## src/verilog/fpu_config.svh

```systemverilog
// ********************
// fpu configuration
// register count, word width and
// the wishbone address map of the fp side unit
// ********************
`ifndef FPU_CONFIG_SVH
`define FPU_CONFIG_SVH

// register file shape
`define FPU_NUM_REGS 32
`define FPU_XLEN 32

// wishbone address map, byte addresses
`define FPU_ADR_W 8
`define FPU_ADR_CMD 8'h00
`define FPU_ADR_FCSR 8'h04
`define FPU_ADR_RESULT 8'h08
// register i sits at base + 4*i
`define FPU_ADR_FREG_BASE 8'h80

`endif

```

## src/verilog/fpu_pkg.sv

```systemverilog
// ********************
// fpu package
// operation codes, fflags bit positions,
// command word layout and canonical nan
// ********************
package fpu_pkg;

  // non-arithmetic single precision operations
  typedef enum logic [3:0] {
    OP_FSGNJ  = 4'd0,
    OP_FSGNJN = 4'd1,
    OP_FSGNJX = 4'd2,
    OP_FMIN   = 4'd3,
    OP_FMAX   = 4'd4,
    OP_FEQ    = 4'd5,
    OP_FLT    = 4'd6,
    OP_FLE    = 4'd7,
    OP_FCLASS = 4'd8
  } fp_op_e;

  // bit positions within fflags
  localparam int FLAG_NV = 4;
  localparam int FLAG_DZ = 3;
  localparam int FLAG_OF = 2;
  localparam int FLAG_UF = 1;
  localparam int FLAG_NX = 0;

  // fcsr field widths, frm sits above fflags
  localparam int FLAGS_W = 5;
  localparam int FRM_W = 3;

  // command word layout
  localparam int REG_IDX_W = 5;
  localparam int CMD_OP_W = 4;
  localparam int CMD_OP_LSB = 16;
  localparam int CMD_RD_LSB = 10;
  localparam int CMD_RS1_LSB = 5;
  localparam int CMD_RS2_LSB = 0;

  // quiet nan returned when both min/max inputs are nan
  localparam logic [31:0] CANON_NAN = 32'h7FC0_0000;

endpackage

```

## src/verilog/f_register_file.sv

```systemverilog
// ********************
// fp register file
// 32 single precision registers, two
// combinational read ports, one write port
// ********************
`timescale 1ns/1ps
`include "fpu_config.svh"

module f_register_file (
  input  logic                            CLK,
  input  logic                            nRST,
  input  logic [fpu_pkg::REG_IDX_W-1:0]   rs1,
  input  logic [fpu_pkg::REG_IDX_W-1:0]   rs2,
  input  logic [fpu_pkg::REG_IDX_W-1:0]   rd,
  input  logic                            wen,
  input  logic [`FPU_XLEN-1:0]            w_data,
  output logic [`FPU_XLEN-1:0]            rs1_data,
  output logic [`FPU_XLEN-1:0]            rs2_data
);

  logic [`FPU_XLEN-1:0] regs [`FPU_NUM_REGS];

  // f0 is never written, so it keeps its reset value of zero
  always_ff @(posedge CLK, negedge nRST) begin
    if (!nRST) begin
      for (int i = 0; i < `FPU_NUM_REGS; i++) begin
        regs[i] <= '0;
      end
    end else if (wen && (rd != '0)) begin
      regs[rd] <= w_data;
    end
  end

  // read ports, no bypass
  // a write lands on the clock edge and is seen by the next access
  assign rs1_data = regs[rs1];
  assign rs2_data = regs[rs2];

  // f0 pinned at zero, whatever the bus tries
  a_f0_zero: assert property (
    @(posedge CLK) disable iff (!nRST) regs[0] == '0
  ) else $error("f0 holds a nonzero value");

endmodule

```

## config.mk

```make
export PLATFORM = sky130hd
export DESIGN_NAME = f_register_file
export DESIGN_NICKNAME = d
export VERILOG_FILES = /design/src/verilog/fpu_pkg.sv /design/src/verilog/f_register_file.sv
export VERILOG_INCLUDE_DIRS = /design/src /design/src/verilog
export SDC_FILE = /design/constraint.sdc
export NUM_CORES = 2
export LEC_CHECK = 0
export BUFFER_PORTS_ARGS = -buffer_cell sky130_fd_sc_hd__buf_2
export CELL_PAD_IN_SITES_DETAIL_PLACEMENT = 0
export CELL_PAD_IN_SITES_GLOBAL_PLACEMENT = 2
export CORE_ASPECT_RATIO = 0.7
export CORE_MARGIN = 3
export CORE_UTILIZATION = 40
export CTS_CLUSTER_DIAMETER = 200
export DETAILED_ROUTE_END_ITERATION = 12
export GPL_TIMING_DRIVEN = 0
export PLACE_DENSITY_LB_ADDON = 0.1
export REMOVE_ABC_BUFFERS = 1
export SYNTH_ARGS = -nofsm -noshare
export SYNTH_HDL_FRONTEND = slang
export SYNTH_SLANG_ARGS = --single-unit
```

## constraint.sdc

```tcl
create_clock -name CLK -period 2.5 [get_ports CLK]
set_input_delay 0.25 -clock CLK [delete_from_list [all_inputs] [get_ports CLK]]
set_output_delay 0.25 -clock CLK [all_outputs]
set_load 0.01 [all_outputs]
```

==> impl_summary.txt <==
----------------------------------------------------
[Die]
  FP Rows ... 114
  Overall die height ... 319 um
  Core Box Area ... 139,000 sq um
  Die X-Extent ... 453 um
  Ports placed on the boundary ... 114
  Effective utilization at floorplan ... 40.4%
  Overall die area ... 144,000 sq um

[Synth]
  Synth Cell Area ... 55,900 sq um
  Number of distinct standard cells referenced by the synthesized netlist ... 28
  Sequential share of the synthesized area ... 45.8%
  Number of instances in the synthesized netlist ... 4,601
  Synth Register Bits ... 1,024
  Warnings, synthesis ... 0
  Average footprint of a synthesized cell ... 12.2 sq um

[Route]
  Top layer used by detailed routing ... met4
  Count of routing violations after the opening detailed-route iteration ... 3,081
  Via-per-instance ratio ... 5.92
  Overall routed net length ... 202,000 um
  Pre-Repair DR Iteration Count ... 8
  DRC violation count after routing ... 0
  Routed via count ... 38,500
  Metal-1 WL ... 98,600 um
  WL met2 ... 90,900 um
  Routed length on met3 ... 7750 um
  Post-route ant nets ... 0
  Routed wirelength normalized by instance count ... 31.0 um

[Clock tree]
  H-tree depth ... 3
  TritonCTS clock tree ... done
  Root buffer cell ... sky130_fd_sc_hd__clkbuf_16
  Clk pin slew, worst setup/hold paths ... 0.06 ns
  Clock buffers created by TritonCTS ... 109
  Clock buffer depth ... 3
  Clock latency at the later pin of the worst-skew pair ... 0.73 ns
  Clock sinks ... 1,024

[Flow run]
  Max capacitance violation total ... 0

[Placed design]
  Post-detailed-placement cell area ... 59,100 sq um
  Total instance count after detailed placement ... 6,206
  Detailed-placement wirelength estimate ... 111,000 um
  Total of buffers placed on input and output ports ... 113
  Placer's final routability congestion estimate ... 0.699

[Cells and area]
  Net count reported at finish ... 4,612
  Area growth from synthesis to final layout ... 16.4%
  Register with the highest flop count ... regs
  Ratio of cells with drive above 1 in the final layout ... 33.2%
  Most frequent cells in the layout ... 1,024 x sky130_fd_sc_hd__mux2i_1, 1,024 x sky130_fd_sc_hd__dfrtp_1, 953 x sky130_fd_sc_hd__mux2_2
  Post-route cell area ... 65,100 sq um
  Registers with the most flip-flops ... regs x1024
  Number of flip-flops in the largest register ... 1,024
  Final Non-Filler Cells ... 6,505

[Worst setup path]
  Cells along the critical path ... mux2i_1 -> a22o_1 -> nor3_2 -> a31oi_2 -> nand3_2 -> buf_6
  Cell class contributing the biggest share of worst-path delay ... compound AO/OA/AOI/OAI gates
  Maximum fanout along the worst path ... 3
  Worst setup EP type ... output pin
  Required time of the critical path ... 2.25 ns
  Data arrival time of the worst path ... 2.24 ns
  Largest stage delay on the critical path ... 0.40 ns
  Category of the worst setup path launch point ... flip-flop
  Kind of critical path ... flip-flop to output pin
  Buffer and inverter count on the worst path ... 1
  Cell with the largest stage delay on the worst path ... sky130_fd_sc_hd__dfrtp_1

[Pwr]
  Maximum vdd drop ... 0.000517 V
  Pwr per Cell Area ... 752 nW/um^2
  Lkg Pwr ... 0.0307 uW

[Global routing]
  First-pass GRT wire length ... 291,000 um
  Final global-route overflow total ... 0
  GRT Total Usage ... 27.3%
  Maximum number of pins on one net before global-route repair ... 154
  Antenna violations before repair ... 5
  Vias in the first global route ... 39,200

[Timing]
  Count of final hold-check violations ... 0
  Total setup violations reported at the end of the flow ... 0
  Final Max Slew Viols ... 0
  Crit share post-route ... 99.5%
  Post-Route Skew ... 0 ns
  Unrepaired setup endpoints after global routing ... true
  Worst rel slew slack ... 31.5%
  Minimum clock period after layout ... 2.49 ns
  Worst-margin pin slew ... 1.03 ns
  Max Fclk ... 402 MHz

[Hold path]
  Class of the tightest hold or removal check ... primary input to flip-flop

[Outcome]
  Run status ... finished, final reports clean

----------------------------------------------------
[stage by stage]
step / utilization, % / TNS (ns) / total power [uW] / hold slack [ns] / setup slack [ns]
floorplan: - / -189.04 / 28100 / -0.0456 / -2.95
global placement: 40.7 / - / 32700 / 0.384 / -22.69
detailed placement: 42.7 / -73.63 / 31600 / 0.0892 / -1.28
CTS: 46.6 / -0.0118 / 49200 / 0.112 / -0.0118
global route: 47.0 / -0.111 / 51400 / 0.148 / -0.0675
finish: 47.0 / 0 / 49000 / 0.155 / 0.0133
[worst paths after layout]
path | start | end | slack [ns] | depth (start not counted)
worst max-delay path | regs[845]$_DFFE_PN0P_ | rs1_data[13] | 0.01 | 6
worst min-delay path | w_data[22] | regs[726]$_DFFE_PN0P_ | 0.16 | 2
worst max register to register | regs[786]$_DFFE_PN0P_ | regs[786]$_DFFE_PN0P_ | 1.69 | 1
worst min register to register | regs[1015]$_DFFE_PN0P_ | regs[1015]$_DFFE_PN0P_ | 0.40 | 0
max in group asynchronous | nRST | regs[87]$_DFFE_PN0P_ | 0.33 | 9
min in group asynchronous | nRST | regs[836]$_DFFE_PN0P_ | 0.24 | 5
[power breakdown]
| part | leakage (uW) | internal [uW] | switching [uW] |
|---|---|---|---|
| Combinational | 0.0157 | 5310 | 4670 |
| Clock | 0.00183 | 9860 | 7100 |
| Sequential | 0.0131 | 19700 | 2300 |
[cell families after synthesis]
kind of cell,synth area share [%]
simple gates,4.39
compound gates,7.01
buf+inv,4.50
flops,45.8
mux,38.3
[synthesized netlist by cell type]
cell,number,share of area [%]
sky130_fd_sc_hd__mux2_2,953,19
sky130_fd_sc_hd__nand2_1,210,1.4
sky130_fd_sc_hd__a22oi_1,192,2.6
sky130_fd_sc_hd__buf_4,64,0.86
sky130_fd_sc_hd__nor3b_2,3,0.067
sky130_fd_sc_hd__nor3_1,65,0.58
sky130_fd_sc_hd__and2_1,2,0.022
sky130_fd_sc_hd__and3b_1,1,0.016
sky130_fd_sc_hd__or3b_4,1,0.020
sky130_fd_sc_hd__a21oi_1,192,1.7
sky130_fd_sc_hd__nand3b_1,4,0.054
sky130_fd_sc_hd__nor2_4,16,0.32
sky130_fd_sc_hd__nor3b_1,1,0.013
sky130_fd_sc_hd__mux2_1,39,0.79
sky130_fd_sc_hd__buf_6,48,0.97
sky130_fd_sc_hd__nand3_1,194,1.7
sky130_fd_sc_hd__nand2b_1,4,0.045
sky130_fd_sc_hd__and3_1,1,0.011
sky130_fd_sc_hd__a31oi_1,64,0.72
sky130_fd_sc_hd__buf_2,111,0.99
sky130_fd_sc_hd__clkbuf_1,224,1.5
sky130_fd_sc_hd__nor2_1,3,0.020
sky130_fd_sc_hd__or2_2,3,0.034
sky130_fd_sc_hd__dfrtp_1,1024,46
sky130_fd_sc_hd__buf_1,26,0.17
sky130_fd_sc_hd__nor2b_1,4,0.045
sky130_fd_sc_hd__a22o_1,128,2.0
sky130_fd_sc_hd__mux2i_1,1024,18
[final cells by class]
| cell class | count | area [sq um] |
|---|---|---|
| Fill cell | 12500 | 73400 |
| Multi-Input combinational cell | 3105 | 28300 |
| Sequential cell | 1024 | 25600 |
| Timing Repair Buffer | 322 | 5260 |
| Clock buffer | 172 | 3400 |
| Tap cell | 1856 | 2320 |
| Clock inverter | 24 | 274 |
| Antenna cell | 2 | 5.00 |
[routing by layer]
| metal | GRT usage [%] | vias up |
|---|---|---|
| met5 | 0 | - |
| met4 | 5.92 | 0 |
| met3 | 3.19 | 244 |
| met2 | 42.4 | 796 |
| met1 | 40.8 | 20500 |
| li1 | - | 16900 |
[what timing repair did]
action,CTS,global route
buffers inserted,25,22
endpoints found under the hold margin,441,0
hold buffers,8,0
setup endpoints to repair,63,119
pin swaps,11,35
resized for setup,34,39
cloned,40,6
Note: power is estimated with default switching activity, not from simulation.
