`src/verilog/fpu_config.svh`:
```
// ********************
// fpu configuration
// register count, word width and
// the wishbone address map of the fp side unit
// ********************
`ifndef FPU_CONFIG_SVH
`define FPU_CONFIG_SVH

// register file shape
`define FPU_NUM_REGS 32
`define FPU_XLEN 32

// wishbone address map, byte addresses
`define FPU_ADR_W 8
`define FPU_ADR_CMD 8'h00
`define FPU_ADR_FCSR 8'h04
`define FPU_ADR_RESULT 8'h08
// register i sits at base + 4*i
`define FPU_ADR_FREG_BASE 8'h80

`endif

```
`src/verilog/fpu_pkg.sv`:
```
// ********************
// fpu package
// operation codes, fflags bit positions,
// command word layout and canonical nan
// ********************
package fpu_pkg;

  // non-arithmetic single precision operations
  typedef enum logic [3:0] {
    OP_FSGNJ  = 4'd0,
    OP_FSGNJN = 4'd1,
    OP_FSGNJX = 4'd2,
    OP_FMIN   = 4'd3,
    OP_FMAX   = 4'd4,
    OP_FEQ    = 4'd5,
    OP_FLT    = 4'd6,
    OP_FLE    = 4'd7,
    OP_FCLASS = 4'd8
  } fp_op_e;

  // bit positions within fflags
  localparam int FLAG_NV = 4;
  localparam int FLAG_DZ = 3;
  localparam int FLAG_OF = 2;
  localparam int FLAG_UF = 1;
  localparam int FLAG_NX = 0;

  // fcsr field widths, frm sits above fflags
  localparam int FLAGS_W = 5;
  localparam int FRM_W = 3;

  // command word layout
  localparam int REG_IDX_W = 5;
  localparam int CMD_OP_W = 4;
  localparam int CMD_OP_LSB = 16;
  localparam int CMD_RD_LSB = 10;
  localparam int CMD_RS1_LSB = 5;
  localparam int CMD_RS2_LSB = 0;

  // quiet nan returned when both min/max inputs are nan
  localparam logic [31:0] CANON_NAN = 32'h7FC0_0000;

endpackage

```
`src/verilog/fp_csr.sv`:
```
// ********************
// fcsr
// rounding mode and sticky exception flags
// ********************
`timescale 1ns/1ps

module fp_csr (
  input  logic                                           CLK,
  input  logic                                           nRST,
  input  logic                                           flag_en,
  input  logic [fpu_pkg::FLAGS_W-1:0]                    flags,
  input  logic                                           csr_we,
  input  logic [fpu_pkg::FRM_W+fpu_pkg::FLAGS_W-1:0]     csr_w_data,
  output logic [fpu_pkg::FRM_W+fpu_pkg::FLAGS_W-1:0]     fcsr
);

  logic [fpu_pkg::FRM_W-1:0] frm;
  logic [fpu_pkg::FLAGS_W-1:0] fflags;

  // host write replaces both fields
  // a finished command only ever adds flags
  always_ff @(posedge CLK, negedge nRST) begin
    if (!nRST) begin
      frm <= '0;
      fflags <= '0;
    end else if (csr_we) begin
      frm <= csr_w_data[fpu_pkg::FLAGS_W +: fpu_pkg::FRM_W];
      fflags <= csr_w_data[fpu_pkg::FLAGS_W-1:0];
    end else if (flag_en) begin
      fflags <= fflags | flags;
    end
  end

  // frm in 7:5, fflags in 4:0
  assign fcsr = {frm, fflags};

  // bus slave issues one strobe per access
  // so a merge would never be lost to a host write
  a_no_we_merge: assert property (
    @(posedge CLK) disable iff (!nRST) !(flag_en && csr_we)
  ) else $error("flag merge and csr write in the same cycle");

endmodule

```
`config.mk`:
```
export PLATFORM = sky130hd
export DESIGN_NAME = fp_csr
export DESIGN_NICKNAME = d
export VERILOG_FILES = /design/src/verilog/fpu_config.svh /design/src/verilog/fpu_pkg.sv /design/src/verilog/fp_csr.sv
export SDC_FILE = /design/constraint.sdc
export NUM_CORES = 1
export LEC_CHECK = 0
export BUFFER_PORTS_ARGS = -buffer_cell sky130_fd_sc_hd__buf_2
export CORE_AREA = 2 2 39 41
export CTS_BUF_LIST = sky130_fd_sc_hd__clkbuf_16
export CTS_CLUSTER_DIAMETER = 100
export DETAILED_ROUTE_END_ITERATION = 8
export DIE_AREA = 0 0 41 43
export HOLD_SLACK_MARGIN = 0.03
export SYNTH_ARGS = -nofsm -noshare
export SYNTH_HDL_FRONTEND = slang
export SYNTH_SLANG_ARGS = --single-unit
export TNS_END_PERCENT = 20
```
`constraint.sdc`:
```
create_clock -name CLK -period 2.1 [get_ports CLK]
set_input_delay 0.42 -clock CLK [delete_from_list [all_inputs] [get_ports CLK]]
set_output_delay 0.42 -clock CLK [all_outputs]
set_load 0.1 [all_outputs]
```
==> results of run 1 <==
[state kept, by name (all words and copies together) (netlist names)]
name,count
frm,3
fflags,5
[area by class of cell]
type | instances | area (µm²) | area share
inverters | 5 | 18.8 | 0.0354
clock buffers | 3 | 75.1 | 0.142
multi-input cells | 13 | 96.3 | 0.182
flip-flops and latches | 8 | 200 | 0.377
well taps | 16 | 20.0 | 0.0377
repair buffers | 24 | 120 | 0.226
[metrics by stage]
stage	worst slack [ns]	hold WS (ns)	instances	area (µm²)
global route	0.651	0.0463	69	531
finish	0.689	0.0299	69	531
floorplan	0.782	0.124	27	327
detailed placement	0.927	0.279	66	455
global placement	0.926	0.275	66	455
CTS	0.685	0.0397	69	531
[layout by cell type, fill, tap and decap left out]
cell,instances
a211oi_1,5
a21oi_1,5
buf_2,24
clkbuf_16,3
dfrtp_1,8
inv_1,5
mux2_2,3
[report_power, final]
| group | switching [W] | internal, W | total (W) |
|---|---|---|---|
| Combinational | 0.000128 | 0.0000299 | 0.000158 |
| Clock | 0.0000682 | 0.000245 | 0.000313 |
| Sequential | 0.00000632 | 0.000169 | 0.000175 |
| Total | 0.000203 | 0.000444 | 0.000647 |
[layer usage]
layer,global-route usage,vias to the layer above,share of wire
met3,0.0471,4,0.056
met4,0.120,0,0.042
li1,-,148,-
met1,0.122,133,0.40
met5,0,-,0
met2,0.163,11,0.49
[cell families (layout without fill, tap and decap cells)]
family / count (synthesis) / after routing / share of synthesized area
flip-flops: 8 / 8 / 0.613
buffers and inverters: 6 / 32 / 0.0920
AO/OA/AOI/OAI: 10 / 10 / 0.192
multiplexers: 3 / 3 / 0.103
[worst min path at each step]
stage / startpoint / endpoint / slack (ns) / depth (start not counted)
2_1_floorplan: nRST / fflags[0]$_DFFE_PN0P_ / 0.12 / 0
3_3_place_gp: nRST / fflags[2]$_DFFE_PN0P_ / 0.27 / 1
3_5_place_dp: nRST / fflags[1]$_DFFE_PN0P_ / 0.28 / 1
4_1_cts: nRST / frm[1]$_DFFE_PN0P_ / 0.04 / 1
5_1_grt: nRST / fflags[3]$_DFFE_PN0P_ / 0.05 / 1
6_report: nRST / fflags[3]$_DFFE_PN0P_ / 0.03 / 1
==> flow_summary.yaml, run 1 <==
detailed_routing:
  postRouteAntennaNets: 0
  routedWlPerCell_um: 10.8
  vias_per_cell: 4.29
  firstDrtPassIters: 3
  wl_um: 744
  vias: 296
  drt_iter0_drc: 5
  drc: 0
setup_path:
  cp_slowest_cell: "buf_2"
  crit_path_end_kind: "output port"
  slowest_delay_ns: 0.43
  cp_num_cells: 1
  r2r_start: "fflags[0]$_DFFE_PN0P_"
  cp_cell_sequence: "buf_2"
  reg2reg_to: "fflags[0]$_DFFE_PN0P_"
  setup.worst_path.end: "fcsr[4]"
  rrSetupSlack_ns: 1.32
  cp-start-kind: "register"
  worstSetupStartpoint: "fflags[4]$_DFFE_PN0P_"
  rr_worst_depth: 2
  worst-path-buf-inv: 1
  criticalPathCategory: "register to output port"
  worstPathArrival_ns: 0.99
  worstPathMaxFanout: 2
  crit_family: "buffers and inverters"
  crit_required_ns: 1.68
grt:
  grt_pass1_wl_um: 1260
  grt_pass1_vias: 309
  antenna_found_initial: 0
  grt_max_degree: 14
  overflow: 0
  track_usage: 0.117
power_and_ir_drop:
  total_power_w: 0.000647
  p_per_area_nw_per_um2: 1220
  max-vdd-ir-drop_v: 0.000514
  leakage_nw: 0.267
timing:
  min_period_ns: 1.41
  finalSetupViolCount: 0
  rsz0062_at_grt: "no"
  max-slew-margin-rel: 0.675
  worstMarginPinSlew_ns: 0.490
  final_min_period_over_clock_period: 0.672
  timing.fmax_mhz: 709
  drv_slew: 0
  fin_skew_ns: 0
  tns_ns: 0
  hold_viol: 0
clock_network:
  cts_made_buffers: 3
  cts_max_level: 1
  cts_tree: "built"
  clock_latency_ns: 0.23
  clkSlewWorstSetupHoldPaths_ns: 0.04
  clockBufferDepth: 2
  cts_resized: 0
  cts_root_buf: "clkbuf_16"
  post-cts-setup-buffer-count: 0
  cts_hold_buffers: 0
  cts_sinks: 8
flow_run:
  maxCapViolCount: 0
placement:
  place.gp.congestion: 0.711
  port_buffers: 24
yosys:
  synth_ff_type: "dfrtp_1"
  seq_area_frac_synth: 0.613
  synth_cell_types: 6
  async_reset_ff_frac: 1.00
  synth_top_area_cell: "dfrtp_1"
  synth_cells: 27
  avgSynthCellArea_um2: 12.1
  synth-edff-count: 0
  synth_common_cells: "dfrtp_1, a211oi_1, a21oi_1, inv_1, mux2_2"
  synth_area_leaders: "dfrtp_1, a211oi_1, mux2_2"
  ys_ff_latch: 8
  synth_most_common_cell: "dfrtp_1"
  synth.net_count: 44
  yosysWarnings: 0
  synthDominantCellAreaShare: 0.613
  netlist_area_um2: 327
cells_and_area:
  insertedDiodeCount: 0
  nFillCells: 137
  drive_gt1_frac: 0.566
  synthToLayoutAreaGrowth_pct: 62.5
  post-route-util: 0.383
  final_nets: 72
floorplan:
  ios: 25
  core_area_um2: 1380
  dieArea_um2: 1760
  initial_core_util: 0.236
  rows: 14
  die_x_um: 41
  die_y_um: 43
worst_hold_path:
  min_path_type: "input port to asynchronous set/reset pin"
outcome:
  status: "finished, final reports clean"
(Power assumes the default switching activity.)
==> run 2: changes to the inputs <==
clock period = 1.2 ns   (was 2.1 ns; I/O delays follow)
==> run 2 against run 1 <==
Clock power grew 82%. Global-route usage is 0.62 points higher. Hold slack better by 0.21 ns. Via count increased by 1.7%. Count of clock-buffer cells in the layout did not move. Setup slack got worse by 0.56 ns. Highest routed layer unchanged.
==> flow_summary.yaml, run 2 (synthesis gave the netlist of run 1 again) <==
worst_hold_path:
  min_path_type: "input port to register"
timing:
  finalSetupViolCount: 0
  hold-worst-slack_ns: 0.238
  tns_ns: 0
  fin_skew_ns: 0
  final_min_period_over_clock_period: 0.894
  drv_slew: 0
  hold_viol: 0
  max-slew-margin-rel: 0.839
  worstMarginPinSlew_ns: 0.240
  timing.fmax_mhz: 932
  rsz0062_at_grt: "no"
  min_period_ns: 1.07
cells_and_area:
  nFillCells: 135
  postLayoutCellArea_um2: 666
  final_common_cell: "buf_2"
  biggestRegsByFlops: "fflags (5), frm (3)"
  insertedDiodeCount: 0
  largest_register_ffs: 5
  layout_common_cells: "buf_2, buf_12, dfrtp_1"
  regMostFlops: "fflags"
  final_nets: 73
  drive_gt1_frac: 0.564
  synthToLayoutAreaGrowth_pct: 104
clock_network:
  cts_sinks: 8
  cts_max_level: 1
  cts_made_buffers: 3
  clkSlewWorstSetupHoldPaths_ns: 0.04
  clockBufferDepth: 2
  cts_tree: "built"
  post-cts-setup-buffer-count: 0
  clock_latency_ns: 0.23
  cts_root_buf: "clkbuf_16"
floorplan:
  core_area_um2: 1380
  dieArea_um2: 1760
  die_x_um: 41
  die_y_um: 43
  rows: 14
  ios: 25
  initial_core_util: 0.236
power_and_ir_drop:
  total_power_w: 0.00125
  leakage_nw: 0.324
  max-vdd-ir-drop_v: 0.000844
  p_per_area_nw_per_um2: 1880
setup_path:
  rrSetupSlack_ns: 0.38
  criticalPathCategory: "register to output port"
  cp_cell_sequence: "buf_12"
  slowest_delay_ns: 0.41
  crit_family: "flip-flops"
  cp-start-kind: "register"
  crit_required_ns: 0.96
  crit_path_end_kind: "output port"
  worst-path-buf-inv: 1
  cp_slowest_cell: "dfrtp_1"
  worstPathMaxFanout: 2
  worstPathArrival_ns: 0.83
placement:
  port_buffers: 24
  dpl.hpwl_um: 640
  postPlaceCellArea_um2: 577
  place.gp.congestion: 0.608
grt:
  grt_pass1_vias: 284
  antenna_found_initial: 0
  grt_max_degree: 14
  overflow: 0
  track_usage: 0.124
  grt_pass1_wl_um: 1340
flow_run:
  maxCapViolCount: 0
detailed_routing:
  drc: 0
  postRouteAntennaNets: 0
  routedWlPerCell_um: 12.5
  vias_per_cell: 4.24
  firstDrtPassIters: 2
  drt_iter0_drc: 4
  wl_um: 884
  vias: 301
outcome:
  status: "finished, final reports clean"
==> run 2: cell types whose count changed in the layout (fill, tap and decap cells not counted) <==
| cell | change |
|---|---|
| buf_12 | +8 |
| buf_2 | -8 |
| inv_1 | +1 |
| dfrtp_2 | +1 |
| dlygate4sd3_1 | +1 |
| dfrtp_1 | -1 |
==> run 2: final timing paths <==
kind,start,end,depth (start not counted)
min in group asynchronous,nRST,frm[1]$_DFFE_PN0P_,2
max reg2reg,fflags[3]$_DFFE_PN0P_,fflags[3]$_DFFE_PN0P_,2
min,csr_w_data[6],frm[1]$_DFFE_PN0P_,2
max in group asynchronous,nRST,frm[0]$_DFFE_PN0P_,2
min reg2reg,frm[0]$_DFFE_PN0P_,frm[0]$_DFFE_PN0P_,1
max,frm[2]$_DFFE_PN0P_,fcsr[7],1
==> run 2: final cells by class <==
cell class | instances | area [µm²] | area share
timing repair buffer | 25 | 250 | 0.376
clock inverter | 1 | 3.75 | 0.00564
inverter | 5 | 18.8 | 0.0282
clock buffer | 3 | 75.1 | 0.113
tap | 16 | 20.0 | 0.0301
multi-input combinational | 13 | 96.3 | 0.145
sequential | 8 | 201 | 0.303
==> run 2: metrics by stage <==
stage | std cells | utilization | worst slack (ns)
2_1_floorplan | 27 | - | -0.0559
3_3_place_gp | 66 | 0.417 | 0.262
3_5_place_dp | 66 | 0.417 | 0.233
4_1_cts | 71 | 0.481 | 0.131
5_1_grt | 71 | 0.481 | 0.106
6_report | 71 | 0.481 | 0.127
==> run 2: power by group <==
| part | total (W) | internal [W] | switching [W] |
|---|---|---|---|
| sequential | 0.000325 | 0.000297 | 0.0000280 |
| combinational | 0.000360 | 0.000132 | 0.000227 |
| clock | 0.000569 | 0.000434 | 0.000135 |
==> run 2: timing repair <==
| action | CTS | global route |
|---|---|---|
| endpoints found under the hold margin | 8 | 0 |
| hold buffers | 1 | 0 |
| resized for setup | 0 | 0 |
==> run 2: metal layers <==
metal,GRT usage,up-vias,part of all wire
met5,0,-,0
met4,0.100,0,0.037
met3,0.0471,4,0.050
met2,0.175,15,0.49
met1,0.139,130,0.43
li1,-,152,-
