<file path="config.mk">
export PLATFORM = sky130hd
export DESIGN_NAME = fpu_wb_slave
export DESIGN_NICKNAME = d
export VERILOG_FILES = /design/src/verilog/fpu_pkg.sv /design/src/verilog/fpu_wb_slave.sv
export VERILOG_INCLUDE_DIRS = /design/src /design/src/verilog
export SDC_FILE = /design/constraint.sdc
export NUM_CORES = 1
export LEC_CHECK = 0
export BUFFER_PORTS_ARGS = -buffer_cell sky130_fd_sc_hd__buf_2
export CAP_MARGIN = 20
export CELL_PAD_IN_SITES_DETAIL_PLACEMENT = 0
export CELL_PAD_IN_SITES_GLOBAL_PLACEMENT = 2
export CORE_MARGIN = 2
export CORE_UTILIZATION = 17
export DETAILED_ROUTE_END_ITERATION = 6
export GPL_TIMING_DRIVEN = 0
export PLACE_DENSITY = 0.89
export SLEW_MARGIN = 20
export SYNTH_ARGS = -nofsm -noshare
export SYNTH_HDL_FRONTEND = slang
export SYNTH_SLANG_ARGS = --single-unit
</file>
<file path="constraint.sdc">
create_clock -name CLK -period 2 [get_ports CLK]
set_input_delay 0.1 -clock CLK [delete_from_list [all_inputs] [get_ports CLK]]
set_output_delay 0.1 -clock CLK [all_outputs]
set_load 0.05 [all_outputs]
</file>
<file path="src/verilog/fpu_config.svh">
// ********************
// fpu configuration
// register count, word width and
// the wishbone address map of the fp side unit
// ********************
`ifndef FPU_CONFIG_SVH
`define FPU_CONFIG_SVH

// register file shape
`define FPU_NUM_REGS 32
`define FPU_XLEN 32

// wishbone address map, byte addresses
`define FPU_ADR_W 8
`define FPU_ADR_CMD 8'h00
`define FPU_ADR_FCSR 8'h04
`define FPU_ADR_RESULT 8'h08
// register i sits at base + 4*i
`define FPU_ADR_FREG_BASE 8'h80

`endif

</file>
<file path="src/verilog/fpu_pkg.sv">
// ********************
// fpu package
// operation codes, fflags bit positions,
// command word layout and canonical nan
// ********************
package fpu_pkg;

  // non-arithmetic single precision operations
  typedef enum logic [3:0] {
    OP_FSGNJ  = 4'd0,
    OP_FSGNJN = 4'd1,
    OP_FSGNJX = 4'd2,
    OP_FMIN   = 4'd3,
    OP_FMAX   = 4'd4,
    OP_FEQ    = 4'd5,
    OP_FLT    = 4'd6,
    OP_FLE    = 4'd7,
    OP_FCLASS = 4'd8
  } fp_op_e;

  // bit positions within fflags
  localparam int FLAG_NV = 4;
  localparam int FLAG_DZ = 3;
  localparam int FLAG_OF = 2;
  localparam int FLAG_UF = 1;
  localparam int FLAG_NX = 0;

  // fcsr field widths, frm sits above fflags
  localparam int FLAGS_W = 5;
  localparam int FRM_W = 3;

  // command word layout
  localparam int REG_IDX_W = 5;
  localparam int CMD_OP_W = 4;
  localparam int CMD_OP_LSB = 16;
  localparam int CMD_RD_LSB = 10;
  localparam int CMD_RS1_LSB = 5;
  localparam int CMD_RS2_LSB = 0;

  // quiet nan returned when both min/max inputs are nan
  localparam logic [31:0] CANON_NAN = 32'h7FC0_0000;

endpackage

</file>
<file path="src/verilog/fpu_wb_slave.sv">
// ********************
// fpu wishbone slave
// address decode, two cycle handshake,
// write strobes and read data select
// ********************
`timescale 1ns/1ps
`include "fpu_config.svh"

module fpu_wb_slave (
  input  logic                                         CLK,
  input  logic                                         nRST,
  input  logic                                         wb_cyc,
  input  logic                                         wb_stb,
  input  logic                                         wb_we,
  input  logic [`FPU_ADR_W-1:0]                        wb_adr,
  input  logic [`FPU_XLEN-1:0]                         wb_dat_w,
  input  logic [3:0]                                   wb_sel,
  output logic [`FPU_XLEN-1:0]                         wb_dat_r,
  output logic                                         wb_ack,
  output logic [fpu_pkg::REG_IDX_W-1:0]                rs1,
  output logic [fpu_pkg::REG_IDX_W-1:0]                rs2,
  output logic [fpu_pkg::REG_IDX_W-1:0]                rd,
  output logic                                         wen,
  output logic [`FPU_XLEN-1:0]                         w_data,
  output fpu_pkg::fp_op_e                              op,
  output logic                                         flag_en,
  output logic                                         csr_we,
  output logic [fpu_pkg::FRM_W+fpu_pkg::FLAGS_W-1:0]   csr_w_data,
  input  logic [`FPU_XLEN-1:0]                         rs1_data,
  input  logic [`FPU_XLEN-1:0]                         fp_result,
  input  logic [`FPU_XLEN-1:0]                         int_result,
  input  logic                                         writes_fp,
  input  logic [fpu_pkg::FLAGS_W-1:0]                  flags,
  input  logic [fpu_pkg::FRM_W+fpu_pkg::FLAGS_W-1:0]   fcsr
);

  logic req;
  logic wr_acc;
  logic is_cmd, is_fcsr, is_result, is_freg;
  logic [`FPU_ADR_W-1:0] freg_off;
  logic [fpu_pkg::REG_IDX_W-1:0] freg_idx;
  logic [`FPU_XLEN-1:0] result_q;

  assign req = wb_cyc && wb_stb;

  // ack one cycle after the request and low for the next one
  always_ff @(posedge CLK, negedge nRST) begin
    if (!nRST) begin
      wb_ack <= 1'b0;
    end else begin
      wb_ack <= req && !wb_ack;
    end
  end

  // register window covers 0x80..0xfc
  assign freg_off = wb_adr - `FPU_ADR_FREG_BASE;
  assign freg_idx = freg_off[fpu_pkg::REG_IDX_W+1:2];
  assign is_cmd = wb_adr == `FPU_ADR_CMD;
  assign is_fcsr = wb_adr == `FPU_ADR_FCSR;
  assign is_result = wb_adr == `FPU_ADR_RESULT;
  assign is_freg = (wb_adr >= `FPU_ADR_FREG_BASE) && (wb_adr[1:0] == 2'b00);

  // strobes fire in the ack cycle on full word writes only
  assign wr_acc = wb_ack && req && wb_we && (wb_sel == 4'hF);

  // command fields straight off the write data
  assign op = fpu_pkg::fp_op_e'(wb_dat_w[fpu_pkg::CMD_OP_LSB +: fpu_pkg::CMD_OP_W]);
  assign rs2 = wb_dat_w[fpu_pkg::CMD_RS2_LSB +: fpu_pkg::REG_IDX_W];
  // register window reuses rs1 as the read port and rd as the store target
  assign rs1 = is_freg ? freg_idx : wb_dat_w[fpu_pkg::CMD_RS1_LSB +: fpu_pkg::REG_IDX_W];
  assign rd = is_freg ? freg_idx : wb_dat_w[fpu_pkg::CMD_RD_LSB +: fpu_pkg::REG_IDX_W];
  assign w_data = is_freg ? wb_dat_w : fp_result;

  assign wen = wr_acc && (is_freg || (is_cmd && writes_fp));
  assign flag_en = wr_acc && is_cmd;
  assign csr_we = wr_acc && is_fcsr;
  assign csr_w_data = wb_dat_w[fpu_pkg::FRM_W+fpu_pkg::FLAGS_W-1:0];

  // integer result of the last compare or classify
  always_ff @(posedge CLK, negedge nRST) begin
    if (!nRST) begin
      result_q <= '0;
    end else if (wr_acc && is_cmd && !writes_fp) begin
      result_q <= int_result;
    end
  end

  // command and unmapped addresses read zero
  always_comb begin
    wb_dat_r = '0;
    if (is_fcsr) begin
      wb_dat_r = {{(`FPU_XLEN-fpu_pkg::FRM_W-fpu_pkg::FLAGS_W){1'b0}}, fcsr};
    end else if (is_result) begin
      wb_dat_r = result_q;
    end else if (is_freg) begin
      wb_dat_r = rs1_data;
    end
  end

  // every access takes two cycles even back to back
  a_ack_single: assert property (
    @(posedge CLK) disable iff (!nRST) wb_ack |=> !wb_ack
  ) else $error("wishbone ack held for two cycles");

endmodule

</file>
==> report_table.html <==
<table>
<tr><th>Metric</th><th>Value</th></tr>
<tr><th colspan="2">Synthesis</th></tr>
<tr><td>Leading post-synthesis cells by cell area</td><td>sky130_fd_sc_hd__dfrtp_1, sky130_fd_sc_hd__nand2_1, sky130_fd_sc_hd__mux2_4</td></tr>
<tr><td>Synth Flop Type</td><td>sky130_fd_sc_hd__dfrtp_1</td></tr>
<tr><td>Number of warning messages in the yosys log</td><td>0</td></tr>
<tr><td>Syn avg cell area</td><td>8.55 µm²</td></tr>
<tr><td>Sequential share of the synthesized area</td><td>0.333</td></tr>
<tr><td>Most area-hungry cell type in the Yosys netlist</td><td>sky130_fd_sc_hd__dfrtp_1</td></tr>
<tr><td>Instance count of the mapped netlist</td><td>290</td></tr>
<tr><td>Commonest cells post-synth</td><td>sky130_fd_sc_hd__nand2_1, sky130_fd_sc_hd__dfrtp_1, sky130_fd_sc_hd__mux2_4, sky130_fd_sc_hd__a22o_1, sky130_fd_sc_hd__buf_4</td></tr>
<tr><td>Library cells used by synthesis</td><td>21</td></tr>
<tr><td>Synthesized netlist net count</td><td>449</td></tr>
<tr><td>#FFs+latches synth</td><td>33</td></tr>
<tr><td>Share of the synthesized area in the top cell type</td><td>0.333</td></tr>
<tr><td>Most common cell in the netlist</td><td>sky130_fd_sc_hd__nand2_1</td></tr>
<tr><td>Number of flops mapped to enable cells by yosys</td><td>0</td></tr>
<tr><td>Synthesized area</td><td>2480 µm²</td></tr>
<tr><td>Proportion of register bits with asynchronous set or reset after synthesis</td><td>1.00</td></tr>
<tr><th colspan="2">Global route</th></tr>
<tr><td>Maximum number of pins on one net before global-route repair</td><td>34</td></tr>
<tr><td>Global-route wire length before repair</td><td>14.9 mm</td></tr>
<tr><td>Leftover overflow at the end of global routing</td><td>0</td></tr>
<tr><td>Antenna violations before repair</td><td>0</td></tr>
<tr><td>Global-route usage over all layers</td><td>0.118</td></tr>
<tr><td>Via count of the first global-routing pass</td><td>2962</td></tr>
<tr><th colspan="2">Hold path</th></tr>
<tr><td>Hold crit path type</td><td>primary input to register</td></tr>
<tr><th colspan="2">Placed design</th></tr>
<tr><td>Count of input and output buffers</td><td>248</td></tr>
<tr><td>Final weighted congestion in routability-driven placement</td><td>0.897</td></tr>
<tr><td>Pre-CTS worst setup slack</td><td>-654 ps</td></tr>
<tr><td>Half-perimeter wire length after placement</td><td>8.21 mm</td></tr>
<tr><td>Area post-placement</td><td>3950 µm²</td></tr>
<tr><th colspan="2">Clocking</th></tr>
<tr><td>Maximum number of buffers from clock root to sink</td><td>2</td></tr>
<tr><td>Count of clock tree sinks</td><td>33</td></tr>
<tr><td>Clock tree from TritonCTS</td><td>done</td></tr>
<tr><td>Clock insertion delay at the later pin of the skew report</td><td>280 ps</td></tr>
<tr><td>Clock Pin Slew Worst Setup and Hold Paths</td><td>50 ps</td></tr>
<tr><td>CTS Buf Count</td><td>5</td></tr>
<tr><td>CTS root buffer</td><td>sky130_fd_sc_hd__clkbuf_16</td></tr>
<tr><td>Total number of H-tree levels</td><td>2</td></tr>
<tr><th colspan="2">Run status</th></tr>
<tr><td>Result of the run</td><td>finished clean</td></tr>
<tr><th colspan="2">Finish</th></tr>
<tr><td>Fraction of the core area covered by cells at the end of the flow</td><td>0.289</td></tr>
<tr><td>Number of nets in the layout</td><td>707</td></tr>
<tr><td>Synthesis-to-finish area growth</td><td>67.7%</td></tr>
<tr><td>Share of final-layout standard cells stronger than drive strength 1</td><td>0.594</td></tr>
<tr><td>Antenna cell count</td><td>0</td></tr>
<tr><td>Final design area excluding fillers</td><td>4160 µm²</td></tr>
<tr><th colspan="2">Drt</th></tr>
<tr><td>Via count</td><td>2968</td></tr>
<tr><td>DRC marker count from the first detailed-route iteration</td><td>47</td></tr>
<tr><td>Post-detailed-routing wire length</td><td>9.80 mm</td></tr>
<tr><td>DRC errors left</td><td>0</td></tr>
<tr><td>Post-DRT Antenna Nets</td><td>0</td></tr>
<tr><td>Average detailed-routed wire length per instance</td><td>13.4 µm</td></tr>
<tr><td>Drt first pass iters</td><td>4</td></tr>
<tr><td>Via density</td><td>4.05</td></tr>
<tr><th colspan="2">Pwr</th></tr>
<tr><td>Internal power consumption</td><td>1440 µW</td></tr>
<tr><td>Clock network power share</td><td>0.351</td></tr>
<tr><td>Sequential cell fraction of total power</td><td>0.296</td></tr>
<tr><td>Peak supply drop</td><td>0.321 mV</td></tr>
<tr><td>Static Leakage</td><td>0.00256 µW</td></tr>
<tr><td>Switching share of power</td><td>0.363</td></tr>
<tr><td>Sw power</td><td>823 µW</td></tr>
<tr><td>Power density over cell area</td><td>545 nW/µm²</td></tr>
<tr><td>Fraction of power consumed by combinational cells</td><td>0.353</td></tr>
<tr><th colspan="2">Critical path</th></tr>
<tr><td>Capturing point of the worst reg2reg path</td><td>result_q[27]$_DFFE_PN0P_</td></tr>
<tr><td>Required time reported for the critical path endpoint</td><td>2150 ps</td></tr>
<tr><td>Critical path destination</td><td>result_q[27]$_DFFE_PN0P_</td></tr>
<tr><td>Startpoint types</td><td>register</td></tr>
<tr><td>Number of cells on the critical path</td><td>6</td></tr>
<tr><td>CP bufs+invs</td><td>2</td></tr>
<tr><td>Highest fanout seen on the critical path</td><td>10</td></tr>
<tr><td>Kind of cell adding the most delay to the critical path</td><td>simple AND/OR/NAND/NOR gates</td></tr>
<tr><td>CP Data Arrival Time</td><td>2050 ps</td></tr>
<tr><td>Startpoint-to-endpoint class of the critical path</td><td>register to register</td></tr>
<tr><td>List of cells traversed by the critical path</td><td>nand2_1 &gt; or3_4 &gt; or3_1 &gt; buf_6 &gt; buf_12 &gt; mux2_4</td></tr>
<tr><td>Slowest cell on the critical path</td><td>sky130_fd_sc_hd__or3_1</td></tr>
<tr><td>Setup slack on the worst flop-to-flop path</td><td>100 ps</td></tr>
<tr><td>R2r worst-path depth</td><td>6</td></tr>
<tr><td>Worst stage delay on the critical path</td><td>400 ps</td></tr>
<tr><td>Worst reg2reg startpoint</td><td>wb_ack$_DFF_PN0_</td></tr>
<tr><td>Worst setup path start</td><td>wb_ack$_DFF_PN0_</td></tr>
<tr><td>Endpoint type of the worst setup path</td><td>register</td></tr>
<tr><th colspan="2">Floorplan</th></tr>
<tr><td>Chip width</td><td>125 µm</td></tr>
<tr><td>Die Y</td><td>125 µm</td></tr>
<tr><td>Area of the die</td><td>15600 µm²</td></tr>
<tr><td>Initial core utilization</td><td>0.173</td></tr>
<tr><td>Placement Rows</td><td>44</td></tr>
<tr><td>Core region area</td><td>14400 µm²</td></tr>
<tr><td>I/O pins</td><td>254</td></tr>
<tr><th colspan="2">Timing</th></tr>
<tr><td>Skew final</td><td>6.57 ps</td></tr>
<tr><td>Worst-Margin Slew</td><td>763 ps</td></tr>
<tr><td>Worst hold slack across all endpoints</td><td>48.9 ps</td></tr>
<tr><td>Unrepaired setup endpoints after global routing</td><td>false</td></tr>
<tr><td>Min cycle time layout</td><td>1900 ps</td></tr>
<tr><td>Max transition margin</td><td>0.491</td></tr>
<tr><td>Final setup fails</td><td>0</td></tr>
<tr><td>Least setup slack across all paths after layout</td><td>99.7 ps</td></tr>
<tr><td>Number of hold violations in the final report</td><td>0</td></tr>
<tr><td>Setup TNS after final layout</td><td>0 ps</td></tr>
<tr><td>Pins over their slew limit</td><td>0</td></tr>
<tr><td>Fmax achieved</td><td>526 MHz</td></tr>
<tr><td>Final worst path period share</td><td>0.950</td></tr>
<tr><th colspan="2">Run</th></tr>
<tr><td>Maxcap violations</td><td>0</td></tr>
</table>
==> kinds of logic (layout without fill, tap and decap cells) <==
family                 count (synthesis)  in the layout  synth area share
DFF                                   33             33             0.333
AOI/OAI and AO/OA                     41             41             0.127
buffers and inverters                 38            297             0.107
and+or+nand+nor                      146            146             0.242
muxes                                 32             32             0.191
==> flip-flops by register name, indices dropped and copies added, names as in the netlist <==
signal and flops:
result_q 32, wb_ack 1
==> per-stage QoR <==
| step | power, µW | instances |
|---|---|---|
| 3_3_place_gp | 1480 | 722 |
| 4_1_cts | 2290 | 731 |
| 6_report | 2260 | 733 |
| 5_1_grt | 2360 | 733 |
| 2_1_floorplan | 1180 | 290 |
| 3_5_place_dp | 1480 | 722 |
==> power groups by stage <==
stage / registers [µW] / clock network (µW) / logic [µW]
after floorplan: 686 / 0 / 495
after global placement: 682 / 0 / 796
after detailed placement: 682 / 0 / 799
after CTS: 670 / 820 / 804
after global routing: 670 / 843 / 848
final: 671 / 795 / 798
==> what timing repair did <==
action / 4_1_cts / 5_1_grt
buffers inserted: 2 / 2
endpoints found under the hold margin: 33 / 0
endpoints found under the setup margin: 74 / 29
resized for setup: 8 / 3
pin swaps: 2 / 1
hold buffers: 1 / 0
==> area by class of cell <==
class | count | area (µm²)
timing repair buffer | 253 | 1280
fill | 1562 | 10200
clock inverter | 1 | 5.00
multi-input combinational | 219 | 1400
sequential | 33 | 827
clock buffer | 7 | 153
buffer | 36 | 263
tap | 184 | 230
==> how the worst min path moves through the flow <==
stage,start,end,slack (ps),cells after the start
finish,int_result[4],result_q[4]$_DFFE_PN0P_,50,2
detailed placement,nRST,result_q[7]$_DFFE_PN0P_,220,1
global route,int_result[14],result_q[14]$_DFFE_PN0P_,50,2
floorplan,nRST,result_q[0]$_DFFE_PN0P_,-200,0
CTS,int_result[4],result_q[4]$_DFFE_PN0P_,40,2
global placement,nRST,result_q[7]$_DFFE_PN0P_,190,1
==> per-layer routing <==
metal | vias up | part of all wire | track usage
met3 | 12 | 0.085 | 0.0296
met5 | - | 0 | 0
met2 | 163 | 0.49 | 0.219
li1 | 1469 | - | -
met4 | 0 | 0.019 | 0.0364
met1 | 1324 | 0.40 | 0.132
==> worst reg2reg max path, cell delays in order (launching register included) <==
cell	delay [ps]
sky130_fd_sc_hd__dfrtp_2	360
sky130_fd_sc_hd__nand2_1	50
sky130_fd_sc_hd__or3_4	350
sky130_fd_sc_hd__or3_1	400
sky130_fd_sc_hd__buf_6	170
sky130_fd_sc_hd__buf_12	150
sky130_fd_sc_hd__mux2_4	300
==> cells in the final DEF, fill, tap and decap left out, drive strengths merged <==
cell type / count
clkinv: 1
nand3: 1
mux2: 32
nand4b: 1
dlygate4sd3: 1
and4b: 1
and2: 1
a22o: 24
buf: 274
a22oi: 8
nand2: 124
clkbuf: 21
dfrtp: 33
nand4: 2
a21oi: 9
nor4: 1
nor2: 13
or3: 2
Note: power is estimated with default switching activity, not from simulation.
